`src/design/decode_pkg.sv`:
```
`default_nettype none

package decode_pkg;

  ////////////////////
  // Encodings
  ////////////////////

  // Major opcodes that the decoder recognizes. Anything else is illegal
  typedef enum logic [6:0] {
    OPCODE_LOAD     = 7'h03,
    OPCODE_MISC_MEM = 7'h0f,
    OPCODE_OP_IMM   = 7'h13,
    OPCODE_STORE    = 7'h23,
    OPCODE_OP       = 7'h33,
    OPCODE_LUI      = 7'h37,
    OPCODE_SYSTEM   = 7'h73
  } opcode_e;

  // CSR_OP_READ doubles as the no-effect value for non-CSR instructions
  typedef enum logic [1:0] {
    CSR_OP_READ  = 2'b00,
    CSR_OP_WRITE = 2'b01,
    CSR_OP_SET   = 2'b10,
    CSR_OP_CLEAR = 2'b11
  } csr_op_e;

  typedef enum logic [2:0] {
    SYS_NONE   = 3'd0,
    SYS_ECALL  = 3'd1,
    SYS_EBREAK = 3'd2,
    SYS_MRET   = 3'd3,
    SYS_DRET   = 3'd4,
    SYS_WFI    = 3'd5,
    SYS_FENCEI = 3'd6
  } sys_e;

  // funct7 patterns of the OP and shift-immediate forms
  localparam logic [6:0] FUNCT7_BASE   = 7'b0000000;
  localparam logic [6:0] FUNCT7_ALT    = 7'b0100000;
  localparam logic [6:0] FUNCT7_MULDIV = 7'b0000001;

  // Bits [31:20] of the privileged instructions under funct3 000
  localparam logic [11:0] SYS_IMM_ECALL  = 12'h000;
  localparam logic [11:0] SYS_IMM_EBREAK = 12'h001;
  localparam logic [11:0] SYS_IMM_WFI    = 12'h105;
  localparam logic [11:0] SYS_IMM_MRET   = 12'h302;
  localparam logic [11:0] SYS_IMM_DRET   = 12'h7b2;

  ////////////////////
  // Pipe payloads
  ////////////////////

  typedef struct packed {
    logic [31:0] instr;
    logic        illegal_c;
  } if_id_pipe_t;

  typedef struct packed {
    logic        alu_en;
    logic        mul_en;
    logic        lsu_en;
    logic        rf_we;
    csr_op_e     csr_op;
    sys_e        sys;
    logic        illegal;
    logic [4:0]  rd;
    logic [31:0] imm;
  } id_ex_pipe_t;

endpackage

`default_nettype wire

```
`src/design/pipe_if.sv`:
```
`timescale 1ns/100ps
`default_nettype none

// Valid/ready link between two pipeline stages
// The payload holds steady from the source until valid and ready meet on an edge
interface pipe_if #(
  parameter type payload_t = logic
);

  logic     valid;
  logic     ready;
  // Controller requests on the receiving stage
  logic     halt;
  logic     kill;
  payload_t payload;

  modport src (
    output valid,
    output payload,
    input  ready
  );

  // halt and kill come from outside and are only looked at by the receiver
  modport dst (
    input  valid,
    input  payload,
    input  halt,
    input  kill,
    output ready
  );

endinterface

`default_nettype wire

```
`src/design/pipe_reg.sv`:
```
`timescale 1ns/100ps
`default_nettype none

// One-entry pipeline register with valid/ready on both sides
// Halt and kill come with the upstream link
module pipe_reg
  import decode_pkg::*;
#(
  parameter type payload_t = if_id_pipe_t
) (
  input logic clk,
  input logic arst_n,
  pipe_if.dst up,
  pipe_if.src down
);

  logic     full;
  logic     load;
  payload_t data;

  ////////////////////
  // Upstream side
  ////////////////////

  // Kill makes the stage swallow the incoming item, so it reports ready
  // Halt freezes the stage, so it does not
  // Otherwise there is room when empty or when the entry leaves on this edge
  assign up.ready = up.kill ? 1'b1 :
                    up.halt ? 1'b0 :
                    (!full || down.ready);

  // Nothing is captured while halted or killed
  assign load = up.valid && up.ready && !up.kill && !up.halt;

  ////////////////////
  // Storage
  ////////////////////

  // Stays full on a new load, drains when the downstream takes the entry
  always_ff @(posedge clk or negedge arst_n) begin
    if (!arst_n) begin
      full <= 1'b0;
    end else begin
      full <= load || (full && !down.ready);
    end
  end

  always_ff @(posedge clk) begin
    if (load) begin
      data <= up.payload;
    end
  end

  ////////////////////
  // Downstream side
  ////////////////////

  assign down.valid   = full;
  assign down.payload = data;

endmodule

`default_nettype wire

```
`src/design/instr_decoder.sv`:
```
`timescale 1ns/100ps
`default_nettype none

// Purely combinational decode of one IF/ID entry into the ID/EX control bundle
module instr_decoder
  import decode_pkg::*;
#(
  parameter bit M_EXT = 1'b1
) (
  input  if_id_pipe_t in,
  output id_ex_pipe_t out
);

  logic [6:0]  opcode;
  logic [4:0]  rd;
  logic [2:0]  funct3;
  logic [4:0]  rs1;
  logic [6:0]  funct7;
  logic [11:0] sys_imm;
  logic [31:0] imm_i;
  logic [31:0] imm_s;
  logic [31:0] imm_u;
  logic [31:0] imm_csr;
  logic        unknown;
  id_ex_pipe_t dec;

  ////////////////////
  // Fields
  ////////////////////

  assign opcode  = in.instr[6:0];
  assign rd      = in.instr[11:7];
  assign funct3  = in.instr[14:12];
  assign rs1     = in.instr[19:15];
  assign funct7  = in.instr[31:25];
  assign sys_imm = in.instr[31:20];

  assign imm_i   = {{20{in.instr[31]}}, in.instr[31:20]};
  assign imm_s   = {{20{in.instr[31]}}, in.instr[31:25], in.instr[11:7]};
  assign imm_u   = {in.instr[31:12], 12'b0};
  // The CSR address travels zero-extended in the immediate
  assign imm_csr = {20'b0, in.instr[31:20]};

  ////////////////////
  // Decode
  ////////////////////

  always_comb begin
    dec     = '0;
    unknown = 1'b0;
    case (opcode)
      OPCODE_OP: begin
        dec.rf_we = 1'b1;
        dec.rd    = rd;
        if (funct7 == FUNCT7_BASE) begin
          dec.alu_en = 1'b1;
        end else if (funct7 == FUNCT7_ALT && (funct3 == 3'b000 || funct3 == 3'b101)) begin
          // SUB and SRA
          dec.alu_en = 1'b1;
        end else if (funct7 == FUNCT7_MULDIV && M_EXT) begin
          // All eight M forms go to the multiplier
          dec.mul_en = 1'b1;
        end else begin
          unknown = 1'b1;
        end
      end
      OPCODE_OP_IMM: begin
        dec.alu_en = 1'b1;
        dec.rf_we  = 1'b1;
        dec.rd     = rd;
        dec.imm    = imm_i;
        // Shift immediates constrain the upper bits, the rest take any immediate
        if (funct3 == 3'b001 && funct7 != FUNCT7_BASE) begin
          unknown = 1'b1;
        end else if (funct3 == 3'b101 && funct7 != FUNCT7_BASE && funct7 != FUNCT7_ALT) begin
          unknown = 1'b1;
        end
      end
      OPCODE_LOAD: begin
        dec.lsu_en = 1'b1;
        dec.rf_we  = 1'b1;
        dec.rd     = rd;
        dec.imm    = imm_i;
        // LB, LH, LW, LBU and LHU
        unknown    = (funct3 == 3'b011) || (funct3 == 3'b110) || (funct3 == 3'b111);
      end
      OPCODE_STORE: begin
        dec.lsu_en = 1'b1;
        dec.imm    = imm_s;
        unknown    = (funct3 > 3'b010);
      end
      OPCODE_LUI: begin
        dec.alu_en = 1'b1;
        dec.rf_we  = 1'b1;
        dec.rd     = rd;
        dec.imm    = imm_u;
      end
      OPCODE_MISC_MEM: begin
        // Only FENCE.I is handled, plain FENCE is not part of the decoded set
        dec.sys = SYS_FENCEI;
        unknown = (funct3 != 3'b001);
      end
      OPCODE_SYSTEM: begin
        case (funct3)
          3'b000: begin
            // Privileged forms carry no registers
            case (sys_imm)
              SYS_IMM_ECALL:  dec.sys = SYS_ECALL;
              SYS_IMM_EBREAK: dec.sys = SYS_EBREAK;
              SYS_IMM_MRET:   dec.sys = SYS_MRET;
              SYS_IMM_DRET:   dec.sys = SYS_DRET;
              SYS_IMM_WFI:    dec.sys = SYS_WFI;
              default:        unknown = 1'b1;
            endcase
            if (rs1 != 5'd0 || rd != 5'd0) begin
              unknown = 1'b1;
            end
          end
          3'b001, 3'b010, 3'b011: begin
            dec.rf_we = 1'b1;
            dec.rd    = rd;
            dec.imm   = imm_csr;
            if (funct3 == 3'b001) begin
              dec.csr_op = CSR_OP_WRITE;
            end else if (rs1 == 5'd0) begin
              // CSRRS and CSRRC with x0 only read the CSR
              dec.csr_op = CSR_OP_READ;
            end else if (funct3 == 3'b010) begin
              dec.csr_op = CSR_OP_SET;
            end else begin
              dec.csr_op = CSR_OP_CLEAR;
            end
          end
          default: unknown = 1'b1;
        endcase
      end
      // Branches, jumps, AUIPC and the rest land here
      default: unknown = 1'b1;
    endcase
  end

  ////////////////////
  // Illegal handling
  ////////////////////

  // All no-effect values encode as zero, so an illegal bundle is zero apart from the flag
  always_comb begin
    if (unknown || in.illegal_c) begin
      out         = '0;
      out.illegal = 1'b1;
    end else begin
      out = dec;
    end
  end

endmodule

`default_nettype wire

```
`src/design/id_stage.sv`:
```
`timescale 1ns/100ps
`default_nettype none

// Decode stage
// The IF/ID entry is decoded in this cycle and lands in the ID/EX register
module id_stage
  import decode_pkg::*;
#(
  parameter bit M_EXT = 1'b1
) (
  input logic clk,
  input logic arst_n,
  pipe_if.dst if_id,
  pipe_if.src id_ex
);

  id_ex_pipe_t dec_bundle;

  // Link from the decoder into the ID/EX register
  pipe_if #(.payload_t(id_ex_pipe_t)) dec_if ();

  ////////////////////
  // Decode
  ////////////////////

  instr_decoder #(
    .M_EXT (M_EXT)
  ) u_decoder (
    .in  (if_id.payload),
    .out (dec_bundle)
  );

  ////////////////////
  // Halt and kill
  ////////////////////

  // Under halt or kill the entry is never forwarded
  assign dec_if.valid   = if_id.valid && !if_id.halt && !if_id.kill;
  assign dec_if.payload = dec_bundle;
  // The register sees the same requests so its own ready follows the same rules
  assign dec_if.halt    = if_id.halt;
  assign dec_if.kill    = if_id.kill;

  // Kill drops the entry upstream, halt keeps it there
  assign if_id.ready = if_id.kill ? 1'b1 :
                       if_id.halt ? 1'b0 :
                       dec_if.ready;

  ////////////////////
  // ID/EX register
  ////////////////////

  pipe_reg #(
    .payload_t (id_ex_pipe_t)
  ) u_id_ex_reg (
    .clk    (clk),
    .arst_n (arst_n),
    .up     (dec_if),
    .down   (id_ex)
  );

endmodule

`default_nettype wire

```
`src/design/decode_top.sv`:
```
`timescale 1ns/100ps
`default_nettype none

// IF/ID register followed by the ID stage, with plain ports on both ends
module decode_top
  import decode_pkg::*;
#(
  parameter bit M_EXT = 1'b1
) (
  input  logic        clk,
  input  logic        arst_n,
  // Fetch side
  input  logic        in_valid,
  input  logic [31:0] in_instr,
  input  logic        in_illegal_c,
  output logic        in_ready,
  // Controller requests on ID
  input  logic        halt_id,
  input  logic        kill_id,
  // Execute side
  input  logic        ex_ready,
  output logic        out_valid,
  output logic        out_alu_en,
  output logic        out_mul_en,
  output logic        out_lsu_en,
  output logic        out_rf_we,
  output csr_op_e     out_csr_op,
  output sys_e        out_sys,
  output logic        out_illegal,
  output logic [4:0]  out_rd,
  output logic [31:0] out_imm
);

  pipe_if #(.payload_t(if_id_pipe_t)) if_id ();
  pipe_if #(.payload_t(if_id_pipe_t)) id_in ();
  pipe_if #(.payload_t(id_ex_pipe_t)) id_ex ();

  ////////////////////
  // Fetch into IF/ID
  ////////////////////

  assign if_id.valid             = in_valid;
  assign if_id.payload.instr     = in_instr;
  assign if_id.payload.illegal_c = in_illegal_c;
  // The IF/ID register itself is never halted or killed
  assign if_id.halt              = 1'b0;
  assign if_id.kill              = 1'b0;
  assign in_ready                = if_id.ready;

  pipe_reg #(
    .payload_t (if_id_pipe_t)
  ) u_if_id_reg (
    .clk    (clk),
    .arst_n (arst_n),
    .up     (if_id),
    .down   (id_in)
  );

  ////////////////////
  // ID stage
  ////////////////////

  assign id_in.halt = halt_id;
  assign id_in.kill = kill_id;

  id_stage #(
    .M_EXT (M_EXT)
  ) u_id_stage (
    .clk    (clk),
    .arst_n (arst_n),
    .if_id  (id_in),
    .id_ex  (id_ex)
  );

  ////////////////////
  // ID/EX out to execute
  ////////////////////

  assign id_ex.ready = ex_ready;
  assign id_ex.halt  = 1'b0;
  assign id_ex.kill  = 1'b0;

  assign out_valid   = id_ex.valid;
  assign out_alu_en  = id_ex.payload.alu_en;
  assign out_mul_en  = id_ex.payload.mul_en;
  assign out_lsu_en  = id_ex.payload.lsu_en;
  assign out_rf_we   = id_ex.payload.rf_we;
  assign out_csr_op  = id_ex.payload.csr_op;
  assign out_sys     = id_ex.payload.sys;
  assign out_illegal = id_ex.payload.illegal;
  assign out_rd      = id_ex.payload.rd;
  assign out_imm     = id_ex.payload.imm;

endmodule

`default_nettype wire

```
`config.mk`:
```
export PLATFORM = sky130hd
export DESIGN_NAME = decode_top
export DESIGN_NICKNAME = d
export VERILOG_FILES = /design/src/design/decode_pkg.sv /design/src/design/pipe_if.sv /design/src/design/pipe_reg.sv /design/src/design/instr_decoder.sv /design/src/design/id_stage.sv /design/src/design/decode_top.sv
export SDC_FILE = /design/constraint.sdc
export NUM_CORES = 1
export LEC_CHECK = 0
export BUFFER_PORTS_ARGS = -buffer_cell sky130_fd_sc_hd__buf_2
export CAP_MARGIN = 20
export CORE_MARGIN = 2
export CORE_UTILIZATION = 57
export CTS_CLUSTER_SIZE = 10
export DETAILED_ROUTE_END_ITERATION = 12
export GPL_ROUTABILITY_DRIVEN = 1
export PLACE_DENSITY = 0.85
export SLEW_MARGIN = 20
export SYNTH_ARGS = -nofsm -noshare
export SYNTH_HDL_FRONTEND = slang
export SYNTH_HIERARCHICAL = 1
export SYNTH_SLANG_ARGS = --single-unit
```
`constraint.sdc`:
```
create_clock -name clk -period 7.8 [get_ports clk]
set_input_delay 0.39 -clock clk [delete_from_list [all_inputs] [get_ports clk]]
set_output_delay 0.39 -clock clk [all_outputs]
set_load 0.03 [all_outputs]
```
==> results.py <==
metrics = {
    "logic_synthesis": {
        "yosys_warnings": 6,
        "avgSynthCellArea_um2": 13.4,
        "synth-async-reset-ratio_pct": 2.44,
        "ys_seq_area_share_pct": 70.2,
        "yosys_register_bits": 82,
        "syn_area_um2": 3490,
        "synthFlopType": "edfxtp_1",
        "postSynthCellCount": 260,
        "synth.distinct_cells": 50,
        "synth_edf_count": 80,
    },
    "hold_path": {
        "worstHoldPathType": "input port to register",
        "whs_path_depth": 1,
    },
    "clock_tree": {
        "worstSkewPairLatency_ns": 0.35,
        "cts_inserted_buffers": 9,
        "tritoncts": "built",
        "clock-sinks": 82,
        "post-cts-setup-buffers": 0,
        "cts-root-buf": "clkbuf_8",
        "holdBufCountCts": 1,
        "h-tree-depth": 3,
        "clkTransAtPathRegs_ns": 0.08,
        "clockBufferDepth": 2,
        "post_cts_resized": 0,
    },
    "final_layout": {
        "final_util_pct": 71.7,
        "synthToLayoutAreaGrowth_pct": 21.5,
        "multiInputGateArea_um2": 978,
        "nets": 392,
        "drive_gt1_share_pct": 32.7,
        "fillCellCount": 420,
        "diodes": 0,
        "stdcell_count": 433,
        "final-seq-area_um2": 2450,
    },
    "route": {
        "antenna_left": 0,
        "vias": 2463,
        "vias_per_cell": 5.69,
        "wl_per_cell_um": 16.3,
        "drtIter0Drc": 289,
        "routed_wl_mm": 7.06,
        "drcViolationCount": 0,
        "dr.pass1.iters": 5,
    },
    "critical_path": {
        "critPathCapture": "u_id_stage/u_id_ex_reg/down.payload[37]",
        "r2r_start": "u_if_id_reg/down.payload[26]",
        "rrSetupSlack_ns": 4.88,
        "cp-startpoint": "u_if_id_reg/down.payload[26]",
        "crit_required_ns": 7.90,
        "reg2reg_depth": 6,
        "timing.rr.end": "u_id_stage/u_id_ex_reg/down.payload[37]",
        "cp.arrival_ns": 3.02,
        "crit_path_end_kind": "register",
        "crit_path_start_kind": "register",
        "path_max_fanout": 24,
        "worstSetupPathType": "register to register",
    },
    "floorplanning": {
        "io_pins": 88,
        "initial_utilization_pct": 59.0,
        "die_h_um": 82.3,
        "coreArea_um2": 5920,
        "die_x_um": 82.3,
        "dieArea_um2": 6770,
        "fp-row-count": 28,
    },
    "sta": {
        "final_max_slew_viol_count": 0,
        "hold_viol": 0,
        "setup_violations": 0,
        "rsz0062_at_grt": "false",
        "worst_slew_pin_slew_ns": 0.727,
        "min_period_ns": 2.92,
        "fmax_mhz": 343,
        "setup_tns_ns": 0,
        "period_share_pct": 37.4,
        "layout_setup_ws_ns": 4.88,
        "relSlewSlack_pct": 51.1,
        "clock_skew_ns": 0.00956,
    },
    "global_route": {
        "grt_overflow": 0,
        "antenna_found_initial": 0,
        "grt_max_degree": 48,
        "grt_util_all_layers_pct": 21.9,
        "grt_pass1_wl_mm": 10.8,
        "grt_pass1_vias": 2208,
    },
    "power": {
        "p_leak_uw": 0.00135,
        "irDropWorstVdd_mv": 0.113,
        "p_total_uw": 860,
        "p_per_area_nw_per_um2": 203,
    },
    "place": {
        "place_ws_ns": 4.93,
        "io_buffers": 87,
        "gp_congestion": 0.852,
        "dpl.cell_count": 416,
        "hpwl_mm": 4.74,
    },
    "run_status": {
        "status": "finished clean",
    },
    "run": {
        "drv_cap": 0,
    },
}
## stage by stage
step / area [µm²] / hold WS (ns)
after floorplan: 3500 / 0.0944
after global placement: 3990 / 0.175
after detailed placement: 4010 / 0.182
after CTS: 4240 / 0.202
after global routing: 4240 / 0.200
final: 4240 / 0.212
## synth_stat cells, types with 4 or more instances
| cell | instances | area [µm²] |
|---|---|---|
| nor2_1 | 20 | 75.1 |
| a21oi_1 | 25 | 125 |
| o21ai_0 | 4 | 20.0 |
| nor3b_1 | 13 | 97.6 |
| nor2b_1 | 4 | 25.0 |
| edfxtp_1 | 80 | 2400 |
| nor3_1 | 8 | 40.0 |
| a22oi_1 | 5 | 37.5 |
| nand2b_1 | 4 | 25.0 |
| nand2_1 | 28 | 105 |
| clkbuf_1 | 7 | 26.3 |
| buf_6 | 4 | 45.0 |
## how the worst min path moves through the flow
stage / slack, ns / end / from
6_report: 0.21 / u_if_id_reg/down.payload[18] / in_instr[17]
3_5_place_dp: 0.18 / u_if_id_reg/down.valid / arst_n
5_1_grt: 0.20 / u_if_id_reg/down.payload[1] / in_instr[0]
2_1_floorplan: 0.09 / u_id_stage/u_id_ex_reg/down.valid / arst_n
3_3_place_gp: 0.17 / u_id_stage/u_id_ex_reg/down.valid / arst_n
4_1_cts: 0.20 / u_if_id_reg/down.payload[18] / in_instr[17]
## flip-flops by register name, summed over array words and instances, names as in the netlist
name,flops
u_id_stage/u_id_ex_reg/down.valid,1
u_id_stage/u_id_ex_reg/down.payload,47
u_if_id_reg/down.valid,1
u_if_id_reg/down.payload,33
## final cells by class
cell class | count | area share, %
Inverter | 1 | 0.0885
Clock inverter | 5 | 1.83
Sequential cell | 82 | 57.8
Clock buffer | 11 | 3.33
Timing Repair Buffer | 92 | 11.7
Tap cell | 75 | 2.21
Multi-Input combinational cell | 167 | 23.1
## logic make-up after synthesis
kind of cell / count (synthesis) / synth area share [%]
simple gates: 112 / 18.2
flops: 82 / 70.2
compound gates: 49 / 8.52
buf+inv: 14 / 2.40
xor+xnor: 1 / 0.251
mux: 1 / 0.322
other cells: 1 / 0.107
## routing by layer
| layer | global-route usage (%) | vias up | routed length, µm |
|---|---|---|---|
| li1 | - | 1176 | - |
| met1 | 29.9 | 1139 | 2870 |
| met2 | 33.9 | 134 | 3560 |
| met3 | 4.24 | 14 | 484 |
| met4 | 11.0 | 0 | 136 |
| met5 | 0 | - | 0 |
## placed cells by master, fill, tap and decap left out, types with 4 or more instances in the layout
cell	n
nor3b_1	13
nor2_1	20
conb_1	4
o21ai_0	4
nand2_1	28
edfxtp_1	80
nor2b_1	4
nor3_1	7
buf_2	87
a21oi_1	25
clkbuf_8	10
a22oi_1	5
nand2b_1	4
## report_power, final
group / internal [µW] / total [µW] / leakage [µW] / switching, µW
registers: 488 / 495 / 0.000663 / 6.71
clock network: 188 / 332 / 0.000109 / 144
logic: 14.6 / 33.5 / 0.000574 / 18.8
## worst max-delay path, cell delays in order, from the launching register on
cell,delay (ns)
edfxtp_1,0.46
or3_1,0.46
or4_1,0.51
nand3_1,0.10
nand4_2,0.53
buf_16,0.40
a211o_1,0.22
Power figures use the tool's default switching activity.
